==> config.mk <==
export PLATFORM = sky130hd
export DESIGN_NAME = spartEcho
export DESIGN_NICKNAME = d
export VERILOG_FILES = /design/src/verilog/spartPkg.sv /design/src/verilog/baudGen.sv /design/src/verilog/busInterface.sv /design/src/verilog/spartDriver.sv /design/src/verilog/spartEcho.sv /design/src/verilog/spartRx.sv /design/src/verilog/spartTx.sv
export SDC_FILE = /design/constraint.sdc
export NUM_CORES = 1
export LEC_CHECK = 0
export ABC_AREA = 1
export BUFFER_PORTS_ARGS = -buffer_cell sky130_fd_sc_hd__buf_2
export CAP_MARGIN = 25
export CELL_PAD_IN_SITES_DETAIL_PLACEMENT = 0
export CELL_PAD_IN_SITES_GLOBAL_PLACEMENT = 1
export CORE_MARGIN = 4
export CORE_UTILIZATION = 40
export CTS_BUF_LIST = sky130_fd_sc_hd__clkbuf_16
export DETAILED_ROUTE_END_ITERATION = 10
export GPL_ROUTABILITY_DRIVEN = 0
export PLACE_DENSITY = 0.76
export SYNTH_ARGS = -nofsm -noshare
export SYNTH_HDL_FRONTEND = slang
export SYNTH_SLANG_ARGS = --single-unit
==> constraint.sdc <==
create_clock -name clk -period 2.3 [get_ports clk]
set_input_delay 0.115 -clock clk [delete_from_list [all_inputs] [get_ports clk]]
set_output_delay 0.115 -clock clk [all_outputs]
set_load 0.05 [all_outputs]
==> src/verilog/spartPkg.sv <==
package spartPkg;

	//////////////////////////////////////////////////////////////
	// Register map as seen from the processor side
	//////////////////////////////////////////////////////////////

	// Data register doubles as tx buffer (write) and rx buffer (read)
	typedef enum logic [1:0] {
		dataReg    = 2'd0,
		statusReg  = 2'd1,
		divLowReg  = 2'd2,
		divHighReg = 2'd3
	} ioAddrT;

	//////////////////////////////////////////////////////////////
	// Driver FSM
	//////////////////////////////////////////////////////////////

	// Two config cycles, then the echo loop
	typedef enum logic [1:0] {
		cfgLow  = 2'd0,
		cfgHigh = 2'd1,
		idle    = 2'd2,
		proc    = 2'd3
	} driverStateT;

	// Data bus width
	localparam int busWidth = 8;

	// Baud divisor width, two bus writes
	localparam int divWidth = 16;

	// Baud ticks per serial bit
	localparam int overSample = 16;

endpackage

==> src/verilog/baudGen.sv <==
`timescale 1ns/1ps

module baudGen (
	input  logic                          clk,
	input  logic                          rst,
	input  logic [spartPkg::divWidth-1:0] divisor,
	output logic                          tick
);

	import spartPkg::*;

	logic [divWidth-1:0] count;
	logic [divWidth-1:0] divPrev;
	logic divChanged;

	// Fresh divisor forces a reload
	assign divChanged = (divisor != divPrev);

	// One pulse per divisor + 1 cycles
	assign tick = (count == '0);

	always_ff @(posedge clk or posedge rst) begin
		if (rst) begin
			count   <= '0;
			divPrev <= '0;
		end else begin
			divPrev <= divisor;
			if (divChanged || count == '0) begin
				// Restart from the full value
				count <= divisor;
			end else begin
				count <= count - 1'b1;
			end
		end
	end

endmodule

==> src/verilog/busInterface.sv <==
`timescale 1ns/1ps

module busInterface (
	input  logic                          clk,
	input  logic                          rst,
	input  logic                          iocs,
	input  logic                          iorw,
	input  spartPkg::ioAddrT              ioaddr,
	input  logic [spartPkg::busWidth-1:0] busWrData,
	input  logic [spartPkg::busWidth-1:0] rxData,
	input  logic                          rda,
	input  logic                          tbr,
	output logic [spartPkg::busWidth-1:0] busRdData,
	output logic [spartPkg::divWidth-1:0] divisor,
	output logic                          txLoad,
	output logic [spartPkg::busWidth-1:0] txData,
	output logic                          rxAck
);

	import spartPkg::*;

	// 38400 baud at 100 MHz
	localparam logic [divWidth-1:0] divReset = divWidth'(100000000 / (overSample * 38400) - 1);

	logic wrAccess;
	logic rdAccess;

	assign wrAccess = iocs && !iorw;
	assign rdAccess = iocs && iorw;

	//////////////////////////////////////////////////////////////
	// Write side
	//////////////////////////////////////////////////////////////

	// Tx write dropped while the buffer is busy
	assign txLoad = wrAccess && (ioaddr == dataReg) && tbr;
	assign txData = busWrData;

	always_ff @(posedge clk or posedge rst) begin
		if (rst) begin
			divisor <= divReset;
		end else if (wrAccess && ioaddr == divLowReg) begin
			divisor[busWidth-1:0] <= busWrData;
		end else if (wrAccess && ioaddr == divHighReg) begin
			divisor[divWidth-1:busWidth] <= busWrData;
		end
	end

	//////////////////////////////////////////////////////////////
	// Read side
	//////////////////////////////////////////////////////////////

	// Reading the rx buffer releases rda
	assign rxAck = rdAccess && (ioaddr == dataReg);

	always_comb begin
		case (ioaddr)
			dataReg:   busRdData = rxData;
			// Bit 1 rda, bit 0 tbr
			statusReg: busRdData = {{(busWidth - 2){1'b0}}, rda, tbr};
			default:   busRdData = '0;
		endcase
	end

endmodule

==> src/verilog/spartDriver.sv <==
`timescale 1ns/1ps

module spartDriver #(
	parameter int sysClkHz = 100000000
) (
	input  logic                           clk,
	input  logic                           rst,
	input  logic [1:0]                     brCfg,
	input  logic                           rda,
	input  logic                           tbr,
	input  logic [spartPkg::busWidth-1:0]  busRdData,
	output logic                           iocs,
	output logic                           iorw,
	output spartPkg::ioAddrT               ioaddr,
	output logic [spartPkg::busWidth-1:0]  busWrData
);

	import spartPkg::*;

	// Divisor per baud selector, rounded down
	localparam logic [divWidth-1:0] div4800  = divWidth'(sysClkHz / (overSample * 4800) - 1);
	localparam logic [divWidth-1:0] div9600  = divWidth'(sysClkHz / (overSample * 9600) - 1);
	localparam logic [divWidth-1:0] div19200 = divWidth'(sysClkHz / (overSample * 19200) - 1);
	localparam logic [divWidth-1:0] div38400 = divWidth'(sysClkHz / (overSample * 38400) - 1);

	driverStateT state;
	driverStateT nextState;
	logic [divWidth-1:0] cfgDiv;
	logic [busWidth-1:0] heldByte;

	// Baud selector picks the divisor for the config writes
	always_comb begin
		case (brCfg)
			2'd0:    cfgDiv = div4800;
			2'd1:    cfgDiv = div9600;
			2'd2:    cfgDiv = div19200;
			default: cfgDiv = div38400;
		endcase
	end

	//////////////////////////////////////////////////////////////
	// Bus outputs and next state
	//////////////////////////////////////////////////////////////
	always_comb begin
		nextState = state;
		iocs      = 1'b0;
		iorw      = 1'b1;
		ioaddr    = dataReg;
		busWrData = heldByte;
		case (state)
			cfgLow: begin
				iocs      = 1'b1;
				iorw      = 1'b0;
				ioaddr    = divLowReg;
				busWrData = cfgDiv[busWidth-1:0];
				nextState = cfgHigh;
			end
			cfgHigh: begin
				iocs      = 1'b1;
				iorw      = 1'b0;
				ioaddr    = divHighReg;
				busWrData = cfgDiv[divWidth-1:busWidth];
				nextState = idle;
			end
			idle: begin
				// Read the rx buffer as soon as a byte shows up
				if (rda) begin
					iocs      = 1'b1;
					nextState = proc;
				end
			end
			proc: begin
				// Hold here until the transmitter can take the byte
				if (tbr) begin
					iocs      = 1'b1;
					iorw      = 1'b0;
					nextState = idle;
				end
			end
			default: nextState = cfgLow;
		endcase
	end

	always_ff @(posedge clk or posedge rst) begin
		if (rst) begin
			state <= cfgLow;
		end else begin
			state <= nextState;
		end
	end

	// Byte captured on the echo read
	always_ff @(posedge clk) begin
		if (state == idle && rda) begin
			heldByte <= busRdData;
		end
	end

endmodule

==> src/verilog/spartEcho.sv <==
`timescale 1ns/1ps

module spartEcho #(
	parameter int sysClkHz = 100000000
) (
	input  logic       clk,
	input  logic       rst,
	input  logic [1:0] brCfg,
	input  logic       rxd,
	output logic       txd
);

	import spartPkg::*;

	// Processor side bus
	logic iocs;
	logic iorw;
	ioAddrT ioaddr;
	logic [busWidth-1:0] busWrData;
	logic [busWidth-1:0] busRdData;

	// Flags seen by both driver and status register
	logic rda;
	logic tbr;

	// SPART internals
	logic [divWidth-1:0] divisor;
	logic tick;
	logic txLoad;
	logic [busWidth-1:0] txData;
	logic rxAck;
	logic [busWidth-1:0] rxData;

	//////////////////////////////////////////////////////////////
	// Driver
	//////////////////////////////////////////////////////////////
	spartDriver #(
		.sysClkHz(sysClkHz)
	) i_driver (
		.clk(clk),
		.rst(rst),
		.brCfg(brCfg),
		.rda(rda),
		.tbr(tbr),
		.busRdData(busRdData),
		.iocs(iocs),
		.iorw(iorw),
		.ioaddr(ioaddr),
		.busWrData(busWrData)
	);

	//////////////////////////////////////////////////////////////
	// SPART
	//////////////////////////////////////////////////////////////
	busInterface i_bus (
		.clk(clk),
		.rst(rst),
		.iocs(iocs),
		.iorw(iorw),
		.ioaddr(ioaddr),
		.busWrData(busWrData),
		.rxData(rxData),
		.rda(rda),
		.tbr(tbr),
		.busRdData(busRdData),
		.divisor(divisor),
		.txLoad(txLoad),
		.txData(txData),
		.rxAck(rxAck)
	);

	baudGen i_baud (
		.clk(clk),
		.rst(rst),
		.divisor(divisor),
		.tick(tick)
	);

	spartRx i_rx (
		.clk(clk),
		.rst(rst),
		.tick(tick),
		.rxd(rxd),
		.rxAck(rxAck),
		.rxData(rxData),
		.rda(rda)
	);

	spartTx i_tx (
		.clk(clk),
		.rst(rst),
		.tick(tick),
		.txLoad(txLoad),
		.txData(txData),
		.txd(txd),
		.tbr(tbr)
	);

endmodule

==> src/verilog/spartRx.sv <==
`timescale 1ns/1ps

module spartRx (
	input  logic                          clk,
	input  logic                          rst,
	input  logic                          tick,
	input  logic                          rxd,
	input  logic                          rxAck,
	output logic [spartPkg::busWidth-1:0] rxData,
	output logic                          rda
);

	import spartPkg::*;

	localparam int cntWidth = $clog2(overSample);
	localparam logic [cntWidth-1:0] halfBit = cntWidth'(overSample / 2 - 1);
	localparam logic [cntWidth-1:0] lastTick = cntWidth'(overSample - 1);

	typedef enum logic [1:0] {stIdle, stStart, stData, stStop} rxStateT;

	rxStateT state;
	logic rxSync1;
	logic rxSync2;
	logic [cntWidth-1:0] tickCnt;
	logic [2:0] bitCnt;
	logic [busWidth-1:0] shiftReg;
	logic bitEnd;
	logic stopGood;

	// Two flop synchronizer, idles high like the line
	always_ff @(posedge clk or posedge rst) begin
		if (rst) begin
			rxSync1 <= 1'b1;
			rxSync2 <= 1'b1;
		end else begin
			rxSync1 <= rxd;
			rxSync2 <= rxSync1;
		end
	end

	// Mid-bit sample point of a data or stop bit
	assign bitEnd = tick && (tickCnt == lastTick);
	assign stopGood = (state == stStop) && bitEnd && rxSync2;

	//////////////////////////////////////////////////////////////
	// Frame FSM
	//////////////////////////////////////////////////////////////
	always_ff @(posedge clk or posedge rst) begin
		if (rst) begin
			state   <= stIdle;
			tickCnt <= '0;
			bitCnt  <= '0;
		end else begin
			case (state)
				stIdle: begin
					// Falling edge of a start bit
					if (!rxSync2) begin
						state   <= stStart;
						tickCnt <= '0;
					end
				end
				stStart: begin
					if (tick && tickCnt == halfBit) begin
						// Glitch if the line is back high by mid-bit
						state   <= rxSync2 ? stIdle : stData;
						tickCnt <= '0;
						bitCnt  <= '0;
					end else if (tick) begin
						tickCnt <= tickCnt + 1'b1;
					end
				end
				stData: begin
					if (bitEnd) begin
						tickCnt <= '0;
						bitCnt  <= bitCnt + 1'b1;
						if (bitCnt == 3'd7) begin
							state <= stStop;
						end
					end else if (tick) begin
						tickCnt <= tickCnt + 1'b1;
					end
				end
				stStop: begin
					// Back to idle at mid stop bit, bad frames just vanish
					if (bitEnd) begin
						state   <= stIdle;
						tickCnt <= '0;
					end else if (tick) begin
						tickCnt <= tickCnt + 1'b1;
					end
				end
				default: state <= stIdle;
			endcase
		end
	end

	// LSB arrives first
	always_ff @(posedge clk) begin
		if (state == stData && bitEnd) begin
			shiftReg <= {rxSync2, shiftReg[busWidth-1:1]};
		end
		if (stopGood) begin
			rxData <= shiftReg;
		end
	end

	// New frame wins over a same-cycle read
	always_ff @(posedge clk or posedge rst) begin
		if (rst) begin
			rda <= 1'b0;
		end else if (stopGood) begin
			rda <= 1'b1;
		end else if (rxAck) begin
			rda <= 1'b0;
		end
	end

endmodule

==> src/verilog/spartTx.sv <==
`timescale 1ns/1ps

module spartTx (
	input  logic                          clk,
	input  logic                          rst,
	input  logic                          tick,
	input  logic                          txLoad,
	input  logic [spartPkg::busWidth-1:0] txData,
	output logic                          txd,
	output logic                          tbr
);

	import spartPkg::*;

	localparam int cntWidth = $clog2(overSample);
	localparam logic [cntWidth-1:0] lastTick = cntWidth'(overSample - 1);

	typedef enum logic [1:0] {stIdle, stWait, stSend} txStateT;

	txStateT state;
	logic [cntWidth-1:0] tickCnt;
	logic [3:0] bitCnt;
	// Stop, data, start from MSB down
	logic [busWidth+1:0] frame;

	// Buffer free only when nothing is queued or on the line
	assign tbr = (state == stIdle);

	always_ff @(posedge clk) begin
		if (txLoad && state == stIdle) begin
			frame <= {1'b1, txData, 1'b0};
		end else if (tick && (state == stWait || tickCnt == lastTick)) begin
			// Shift in ones so the line ends idle
			frame <= {1'b1, frame[busWidth+1:1]};
		end
	end

	//////////////////////////////////////////////////////////////
	// Bit timing
	//////////////////////////////////////////////////////////////
	always_ff @(posedge clk or posedge rst) begin
		if (rst) begin
			state   <= stIdle;
			txd     <= 1'b1;
			tickCnt <= '0;
			bitCnt  <= '0;
		end else begin
			case (state)
				stIdle: begin
					if (txLoad) begin
						state <= stWait;
					end
				end
				stWait: begin
					// Start bit lines up with the next tick
					if (tick) begin
						state   <= stSend;
						txd     <= frame[0];
						tickCnt <= '0;
						bitCnt  <= '0;
					end
				end
				stSend: begin
					if (tick && tickCnt == lastTick) begin
						tickCnt <= '0;
						if (bitCnt == 4'd9) begin
							// Last tick of the stop bit
							state <= stIdle;
							txd   <= 1'b1;
						end else begin
							txd    <= frame[0];
							bitCnt <= bitCnt + 1'b1;
						end
					end else if (tick) begin
						tickCnt <= tickCnt + 1'b1;
					end
				end
				default: state <= stIdle;
			endcase
		end
	end

endmodule
==> results of run 1 <==
## what timing repair did
item                                    4_1_cts  5_1_grt
hold buffers                                  2        0
endpoints found under the setup margin        0        0
endpoints found under the hold margin        17        0
## critical path, cell delays in order (launching register included)
cell,delay [ns]
dfrtp_1,0.41
ha_1,0.23
nand2_1,0.08
inv_1,0.04
nand2_1,0.15
inv_1,0.09
o21ai_0,0.23
nand2_1,0.29
o21a_1,0.19
## layout make-up
class | count | area [um2]
multi-input combinational | 364 | 2006
clock inverter | 7 | 73.82
fill | 1223 | 6877
sequential | 106 | 2815
inverter | 63 | 239.0
timing repair buffer | 15 | 117.6
clock buffer | 9 | 225.2
tap | 172 | 215.2
## final timing paths
path,from,to
hold / removal,brCfg[0],i_bus.divisor[9]$_DFFE_PP0P_
min in group asynchronous,rst,i_rx.rda$_DFFE_PP0P_
max in group asynchronous,rst,i_bus.divisor[7]$_DFFE_PP1P_
setup reg to reg,i_tx.tickCnt[0]$_DFFE_PP0P_,i_tx.frame[8]$_DFFE_PP_
hold reg to reg,i_rx.rxSync1$_DFF_PP1_,i_rx.rxSync2$_DFF_PP1_
setup / recovery,i_tx.tickCnt[0]$_DFFE_PP0P_,i_tx.frame[8]$_DFFE_PP_
## registers in the layout (all words and copies together) (netlist names), named ones only
name / flops
i_tx.frame: 9
i_baud.count: 16
i_tx.txd: 1
i_rx.shiftReg: 8
i_rx.tickCnt: 4
i_rx.rxSync1: 1
i_rx.state: 1
i_rx.rda: 1
i_driver.state: 2
i_driver.heldByte: 8
i_tx.state: 2
i_tx.tickCnt: 4
i_baud.divPrev: 16
i_rx.bitCnt: 3
i_rx.rxSync2: 1
i_tx.bitCnt: 4
i_rx.rxData: 8
i_bus.divisor: 16
## cells in the mapped netlist (all sizes together) (2+ instances only)
cell	n	area share, %
o21ai	31	3.0
xnor2	11	1.9
inv	62	4.6
o22ai	2	0.24
ha	18	4.4
nand2	158	12
nand4	4	0.49
dfrtp	67	33
nor3	9	1.3
nand3	42	4.5
edfxtp	32	19
xor2	18	3.1
dfstp	6	3.1
nor2	51	5.3
or2	5	0.61
a31oi	2	0.24
o21bai	2	0.29
buf	6	0.86
a21oi	6	0.59
## layer usage
| metal | vias to the layer above | track usage, % | wire length (um) |
|---|---|---|---|
| li1 | 1759 | - | - |
| met4 | 0 | 4.745 | 143 |
| met5 | - | 0 | 0 |
| met2 | 34 | 22.54 | 4498 |
| met3 | 12 | 2.564 | 208 |
| met1 | 1607 | 19.29 | 4600 |
## power by group through the flow
stage                     Clock, mW  Combinational (mW)  Sequential, mW
after global placement            0               0.479            2.09
after CTS                      1.58               0.492            2.06
after floorplan                   0               0.390            2.08
final                          1.54               0.483            2.06
after global routing           1.66               0.562            2.07
after detailed placement          0               0.486            2.10
## through the flow
step,util (%),instances,setup slack [ns]
after global placement,42.75,718,0.4208
after CTS,45.29,736,0.3696
after detailed placement,42.75,718,0.3761
after floorplan,-,540,0.3417
final,45.29,736,0.3597
after global routing,45.29,736,0.1604
## logic make-up after synthesis
group                    count (synthesis)
adder cells (fa/ha/maj)                 18
AND/OR/NAND/NOR                        270
XOR/XNOR                                29
AO/OA/AOI/OAI                           47
flip-flops                             106
buffers and inverters                   70
==> flow_metrics.tcl, run 1 <==
set metrics [dict create \
    io_pins 6 \
    power.switching_mw 1.066 \
    synth_area_per_cell_um2 9.458 \
    static-leakage-power_nw 2.743 \
    postPlaceCellArea_mm2 0.005373 \
    period_share_pct 84.36 \
    crit_fanout 9 \
    via_per_inst 4.636 \
    drc 0 \
    cts_buffers 9 \
    outcome "finished, final reports clean" \
    first_pass_iters 4 \
    tightest_slew_ns 0.4919 \
    insertion_delay_ns 0.34 \
    synth_cells 540 \
    fin_nets 582 \
    timing.hold.ws_ns 0.2056 \
    drt_first_iter_violations 140 \
    ant_nets 0 \
    power_mw 4.084 \
    hold_path_depth 4 \
    cts_sinks 106 \
    synth_ff_type "dfrtp_1" \
    drt-total-wl_um 9450 \
    antenna_cells 0 \
    totalNegativeSetupSlack_ns 0 \
    syn_nets 563 \
    initial_core_util_pct 40.64 \
    grt_pass1_wl_um 16520 \
    cts_tree "done" \
    layout_commonest_cell "nand2_1" \
    synth_xor_area_share_pct 4.973 \
    slew_headroom_pct 67.16 \
    area_growth_pct 11.44 \
    pwr-share-clk_pct 37.8 \
    synth-seq-cells 106 \
    cap_violations 0 \
    synth-compound-area-share_pct 5.292 \
    grt_pass1_vias 3457 \
    die_w_um 121.0 \
    hpwlAfterDp_um 7044 \
    cp.arrival_ns 2.05 \
    required_ns 2.41 \
    synth_edf_count 32 \
    critPathLaunchType "flop" \
    critPathKind "flop to flop" \
    vias 3412 \
    overflow 0 \
    ys_types 40 \
    r2r_cells 8 \
    cts_resized 0 \
    clk_pin_slew_worst_paths_ns 0.08 \
    end_kind "flop" \
    track_usage_pct 14.06 \
    swShare_pct 26.11 \
    r2r_slack_ns 0.36 \
    synthMuxAreaShare_pct 0 \
    skew_ns 0.01034 \
    combPwrFrac_pct 11.8 \
    fin_crit_ns 1.940 \
    drive_above_1_share_pct 13.48 \
    grt_setup_unrepaired "false" \
    root_buffer "clkbuf_16" \
    ys_async_sr_fraction_pct 68.87 \
    die_h_um 121.0 \
    synth_top_family_by_area "simple AND/OR/NAND/NOR gates" \
    synthAdderAreaFrac_pct 4.410 \
    clockBufferDepth 2 \
    fmax_ghz 0.5154 \
    grt_max_degree 55 \
    setup_viol 0 \
    design.core.area_mm2 0.01257 \
    power.share.sequential_pct 50.4 \
    final-hold-violation-count 0 \
    powerDensity_mw_per_mm2 717.5 \
    die_area_mm2 0.01464 \
    p_int_mw 3.018 \
    io_buffers 5 \
    avgRoutedWirePerCell_um 12.84 \
    final_area_mm2 0.005692 \
    yosys.area_share.simple_pct 24.60 \
    yosysSeqAreaShare_pct 55.12 \
    report.final.slew_viol_count 0 \
    hold_class "input pin to flop" \
    ir_worst_vdd_v 0.0004482 \
    synth_warnings 0 \
    htree_levels 3 \
    row_count 41 \
    syn_area_mm2 0.005107 \
    post_cts_buffers 0 \
    antenna_found_initial 0 \
    final_cell_mix "nand2_1 (148), dfrtp_1 (67), inv_1 (58)" \
]
(Power assumes the default switching activity.)
==> run 2, diff against run 1 <==
--- a/config.mk
+++ b/config.mk
@@ -5,7 +5,7 @@
 export SDC_FILE = /design/constraint.sdc
 export NUM_CORES = 1
 export LEC_CHECK = 0
-export ABC_AREA = 1
+export ABC_AREA = 0
 export BUFFER_PORTS_ARGS = -buffer_cell sky130_fd_sc_hd__buf_2
 export CAP_MARGIN = 25
 export CELL_PAD_IN_SITES_DETAIL_PLACEMENT = 0
==> constraint.sdc (replaced) <==
create_clock -name clk -period 1.6 [get_ports clk]
set_input_delay 0.08 -clock clk [delete_from_list [all_inputs] [get_ports clk]]
set_output_delay 0.08 -clock clk [all_outputs]
set_load 0.05 [all_outputs]
==> run 2 against run 1 <==
Net effect: the run now ends with negative setup slack left; synthesized cell count is 26% lower; non-clock buffer count is 96 higher; via count is 3.1% lower; flip-flop and latch count stayed put; largest power group unchanged.
==> flow_metrics.tcl, run 2 <==
set metrics [dict create \
    cap_violations 0 \
    final-hold-violation-count 0 \
    antenna_found_initial 0 \
    timing.final.ws_setup_ns -0.3079 \
    static-leakage-power_nw 2.994 \
    max_stage_delay_ns 0.39 \
    yosysTopAreaCell "dfrtp_1" \
    synth_area_per_cell_um2 12.06 \
    synth_cells 399 \
    die_area_mm2 0.01385 \
    setup_viol 69 \
    skew_ns 0.007983 \
    tightest_slew_ns 0.6277 \
    area_growth_pct 36.10 \
    required_ns 1.67 \
    power.share.sequential_pct 49.0 \
    insertion_delay_ns 0.35 \
    cts_sinks 106 \
    overflow 0 \
    grt_pass1_wl_um 17270 \
    yosysSeqAreaShare_pct 58.52 \
    crit_family "simple AND/OR/NAND/NOR gates" \
    vias 3306 \
    violations "negative setup slack" \
    critPathKind "flop to flop" \
    syn_area_mm2 0.004811 \
    period_share_pct 119.2 \
    grt_max_degree 29 \
    drive_above_1_share_pct 39.77 \
    drt_first_iter_violations 215 \
    ant_nets 0 \
    power_mw 5.974 \
    ys_types 58 \
    fin_nets 531 \
    power.switching_mw 1.555 \
    hpwlAfterDp_um 6962 \
    syn_nets 422 \
    hold_class "input pin to flop" \
    via_per_inst 5.040 \
    avgRoutedWirePerCell_um 15.83 \
    drc 0 \
    antenna_cells 0 \
    critPathBufInv 2 \
    row_count 39 \
    outcome "complete, but fails checks" \
    fin_crit_ns 1.908 \
    cp.arrival_ns 1.98 \
    synthTopCellsByArea "dfrtp_1 (35%), edfxtp_1 (20%), ha_1 (4.7%), xor2_1 (4.4%), nand2_1 (3.7%)" \
    synth_ff_type "dfrtp_1" \
    end_kind "flop" \
    critPathLaunchType "flop" \
    reg_top3 "i_baud.count x16, i_baud.divPrev x16, i_bus.divisor x16" \
    htree_levels 3 \
    report.final.slew_viol_count 0 \
    place_ws_ns -0.4246 \
    pwr-share-clk_pct 34.4 \
    synth.top_cell.area_share_pct 34.85 \
    fin_cells 656 \
    synth_warnings 0 \
    io_buffers 5 \
    track_usage_pct 15.59 \
    combPwrFrac_pct 16.6 \
    powerDensity_mw_per_mm2 912.4 \
    final_cell_mix "buf_4 (83), dfrtp_1 (66), nand2_1 (45)" \
    cts_buffers 9 \
    dp_cells 624 \
    design.core.area_mm2 0.01161 \
    yosysMostFrequentCell "dfrtp_1" \
    first_pass_iters 5 \
    slew_headroom_pct 58.06 \
    io_pins 6 \
    grt_pass1_vias 3487 \
    p_int_mw 4.419 \
    ys_async_sr_fraction_pct 68.87 \
    swShare_pct 26.03 \
    layout_commonest_cell "buf_4" \
    clk_pin_slew_worst_paths_ns 0.07 \
    path_cells "nor4_2 > and4b_2 > buf_12 > nand2_8 > nor3_4 > buf_12" \
    synth-seq-cells 106 \
    fillers 944 \
    ir_worst_vdd_v 0.0005170 \
    root_buffer "clkbuf_16" \
    drt-total-wl_um 10380 \
    crit_slowest_cell "dfrtp_1" \
    fmax_ghz 0.5241 \
    yosys-top-cells-count "dfrtp_1 (67), nand2_1 (47), edfxtp_1 (32), xor2_1 (24), o21ai_0 (23)" \
    grt_setup_unrepaired "true" \
    initial_core_util_pct 41.42 \
    crit_top_cell "buf_12" \
    die_h_um 117.7 \
    synth_edf_count 32 \
    crit_fanout 8 \
    die_w_um 117.7 \
    final_util_pct 56.38 \
    cts_tree "done" \
    clockBufferDepth 2 \
]
run 2: changes by cell type in the layout (fill, tap and decap cells not counted), moves of 9 or more:
cell | before | now
nand2_2 | 9 | 0
and2_1 | 0 | 15
inv_1 | 58 | 12
o21ai_0 | 21 | 8
buf_4 | 7 | 83
nand3_1 | 38 | 7
nand2_1 | 148 | 45
buf_6 | 0 | 15
nor2_1 | 36 | 14
mux2_4 | 0 | 14
a22o_1 | 0 | 9
run 2: timing repair:
action                                  in CTS  in global routing
hold buffers                                 2                  0
setup buffers                               15                  7
cloned                                       1                  0
resized for setup                           49                 42
pin swaps                                   18                 29
hold endpoints to repair                    21                  0
endpoints found under the setup margin      69                 69
run 2: worst paths after layout:
kind	start	to	cells after the start	slack, ns
setup / recovery	i_baud.count[10]$_DFF_PP0_	i_rx.shiftReg[4]$_DFFE_PP_	6	-0.31
hold / removal	brCfg[1]	i_bus.divisor[6]$_DFFE_PP0P_	4	0.15
setup reg to reg	i_baud.count[10]$_DFF_PP0_	i_rx.shiftReg[4]$_DFFE_PP_	6	-0.31
hold reg to reg	i_rx.rxSync1$_DFF_PP1_	i_rx.rxSync2$_DFF_PP1_	0	0.36
max in group asynchronous	rst	i_bus.divisor[7]$_DFFE_PP1P_	4	0.64
min in group asynchronous	rst	i_tx.tickCnt[3]$_DFFE_PP0P_	3	0.35
run 2: worst min-delay path: stages:
cell and delay (ns):
buf_2 0.11, ha_1 0.17, nand2_1 0.06, nand2_1 0.05
run 2: per-stage QoR:
step                hold slack, ns  cell area (um2)  TNS (ns)
floorplan                  0.08448             4940    -15.50
global placement            0.1883             5768    -17.02
detailed placement          0.1886             5768    -19.19
CTS                         0.1486             6356    -15.26
global route                0.1767             6548    -21.08
finish                      0.1508             6548    -16.50
run 2: power by group through the flow:
stage	clock [mW]	combinational, mW	sequential, mW
finish	2.05	0.993	2.93
global route	2.21	1.08	2.93
CTS	2.10	0.862	2.92
detailed placement	0	0.763	2.97
global placement	0	0.745	2.96
floorplan	0	0.438	2.97
run 2: routing by layer:
| layer | share of wire (%) | track usage [%] | routed length [um] |
|---|---|---|---|
| met4 | 1.8 | 7.106 | 185 |
| met2 | 49 | 24.04 | 5106 |
| met1 | 47 | 21.15 | 4834 |
| met5 | 0 | 0 | 0 |
| met3 | 2.5 | 3.316 | 256 |
run 2: area by class of cell:
class                   instances  area, um2  share of cell area [%]
flip-flops and latches        106       2816                   43.02
inverters                      16      63.81                  0.9746
well taps                     143      178.9                   2.733
repair buffers                111      947.2                   14.47
multi-input cells             264       2272                   34.70
clock buffers                   9      225.2                   3.440
clock inverters                 7      43.79                  0.6688
run 2: logic make-up (layout without fill, tap and decap cells):
kind of cell	Yosys count	after routing	synth area share (%)
buffers and inverters	29	143	2.783
AO/OA/AOI/OAI	63	63	8.765
XOR/XNOR	28	28	5.097
AND/OR/NAND/NOR	136	136	15.08
flip-flops	106	106	58.52
multiplexers	19	19	5.072
adder cells (fa/ha/maj)	18	18	4.681
==> run 3, diff against run 2 <==
--- a/config.mk
+++ b/config.mk
@@ -10,6 +10,7 @@
 export CAP_MARGIN = 25
 export CELL_PAD_IN_SITES_DETAIL_PLACEMENT = 0
 export CELL_PAD_IN_SITES_GLOBAL_PLACEMENT = 1
+export CORE_ASPECT_RATIO = 0.75
 export CORE_MARGIN = 4
 export CORE_UTILIZATION = 40
 export CTS_BUF_LIST = sky130_fd_sc_hd__clkbuf_16
==> run 3 against run 2 <==
Net effect: clock power up 19%; non-clock buffer count grew 2; the run still ends with negative setup slack left; die area rose by 0.13%; routed wire length fell by 1.7%; via count is essentially flat; critical path type unchanged; critical path depth stayed put; first-iteration DRC count grew 11%; maximum frequency is essentially flat; flip-flop and latch count is the same.
==> flow_metrics.tcl, run 3 (synthesized netlist as in run 2, its figures left out) <==
set metrics [dict create \
    insertion_delay_ns 0.34 \
    final_util_pct 57.17 \
    final-hold-violation-count 0 \
    grt_pass1_vias 3445 \
    row_count 34 \
    timing.final.ws_setup_ns -0.3086 \
    violations "negative setup slack" \
    critPathKind "flop to flop" \
    fillers 983 \
    overflow 0 \
    fin_crit_ns 1.909 \
    drt-total-wl_um 10210 \
    cp.arrival_ns 2.14 \
    layout_commonest_cell "buf_4" \
    period_share_pct 119.3 \
    tightest_slew_ns 0.4963 \
    ir_worst_vdd_v 0.0006366 \
    grt_max_degree 38 \
    htree_levels 3 \
    fin_nets 533 \
    initial_core_util_pct 41.27 \
    design.core.area_mm2 0.01166 \
    path_cells "nor4_4 > and4b_2 > and2_4 > nor2_4 > buf_12 > mux2_4" \
    critPathBufInv 1 \
    ant_nets 0 \
    grt_pass1_wl_um 17240 \
    die_area_mm2 0.01386 \
    powerDensity_mw_per_mm2 966.6 \
    crit_family "simple AND/OR/NAND/NOR gates" \
    static-leakage-power_nw 3.056 \
    io_buffers 5 \
    postPlaceCellArea_mm2 0.005797 \
    clockBufferDepth 2 \
    end_kind "flop" \
    multi_input_area_mm2 0.002262 \
    cts_buffers 9 \
    timing.hold.ws_ns 0.1441 \
    area_growth_pct 38.52 \
    first_pass_iters 4 \
    die_w_um 134.6 \
    place_ws_ns -0.3964 \
    crit_fanout 15 \
    max_stage_delay_ns 0.42 \
    power_mw 6.441 \
    final_area_mm2 0.006664 \
    drc 0 \
    reg_top3 "i_baud.count x16, i_baud.divPrev x16, i_bus.divisor x16" \
    die_h_um 103.0 \
    antenna_found_initial 0 \
    critPathLaunchType "flop" \
    clk_pin_slew_worst_paths_ns 0.07 \
    setup_viol 70 \
    final_cell_mix "buf_4 (83), dfrtp_1 (65), nand2_1 (43)" \
    vias 3308 \
    grt_setup_unrepaired "true" \
    avgRoutedWirePerCell_um 15.08 \
    drive_above_1_share_pct 41.55 \
    io_pins 6 \
    cap_violations 0 \
    root_buffer "clkbuf_16" \
    final-seq-area_mm2 0.002818 \
    via_per_inst 4.886 \
    slew_headroom_pct 66.84 \
    cts_tree "done" \
    cts_sinks 106 \
    outcome "complete, but fails checks" \
    drt_first_iter_violations 239 \
    hpwlAfterDp_um 6934 \
    skew_ns 0.007013 \
    antenna_cells 0 \
    hold_class "input pin to flop" \
    fmax_ghz 0.5239 \
    track_usage_pct 15.87 \
    required_ns 1.83 \
    crit_slowest_cell "dfrtp_1" \
    report.final.slew_viol_count 0 \
]
-- run 3: cell count changes in the layout (fill, tap and decap cells not counted), sizes merged --
| cell | previous run | this run |
|---|---|---|
| buf | 109 | 111 |
| bufinv | 0 | 2 |
| clkinv | 5 | 2 |
| clkinvlp | 1 | 2 |
-- run 3: worst paths after layout --
path                                       startpoint                            to  slack (ns)  cells past startpoint
hold reg to reg                i_rx.rxSync1$_DFF_PP1_        i_rx.rxSync2$_DFF_PP1_        0.36                      0
hold / removal                               brCfg[1]  i_bus.divisor[6]$_DFFE_PP0P_        0.14                      4
max in group asynchronous                         rst  i_bus.divisor[7]$_DFFE_PP1P_        0.68                      4
setup / recovery           i_baud.count[10]$_DFF_PP0_    i_baud.count[12]$_DFF_PP0_       -0.31                      6
setup reg to reg           i_baud.count[10]$_DFF_PP0_    i_baud.count[12]$_DFF_PP0_       -0.31                      6
min in group asynchronous                         rst   i_tx.tickCnt[3]$_DFFE_PP0P_        0.31                      3
-- run 3: cell type report --
| type | instances | area share [%] |
|---|---|---|
| sequential | 106 | 42.28 |
| multi-input combinational | 264 | 33.95 |
| timing repair buffer | 113 | 14.63 |
| clock buffer | 9 | 3.380 |
| tap | 162 | 3.042 |
| clock inverter | 7 | 1.690 |
| inverter | 16 | 1.033 |
-- run 3: per-layer routing --
layer  share of wire [%]  GRT usage, %  routed length, um  up-vias
met1                  49         22.02               5005     1630
met2                  48         25.59               4899       29
li1                    -             -                  -     1637
met3                 1.7         3.561                171       12
met4                 1.3         3.991                130        0
met5                   0             0                  0        -
-- run 3: stage by stage --
step | setup TNS (ns) | cells
after floorplan | -15.50 | 399
after global placement | -17.09 | 642
after detailed placement | -20.13 | 642
after CTS | -14.11 | 674
after global routing | -19.94 | 677
final | -15.36 | 677
-- run 3: timing repair --
action / 4_1_cts / 5_1_grt
setup endpoints to repair: 69 / 70
gates cloned: 0 / 0
resized for setup: 72 / 26
hold buffers: 2 / 0
pin swaps: 26 / 14
endpoints found under the hold margin: 18 / 0
setup buffers: 14 / 4
-- run 3: power breakdown --
part           switching (mW)  total (mW)  internal, mW
Combinational           0.528        1.09         0.564
Sequential             0.0615        2.92          2.86
Clock                    1.03        2.43          1.40
Total                    1.62        6.44          4.82
-- run 3: worst reg2reg max path: cells and delay by family, from the launching register on --
kind,cells,cell delay (ns)
flops,1,0.42
simple gates,4,0.92
buf+inv,1,0.16
mux,1,0.30
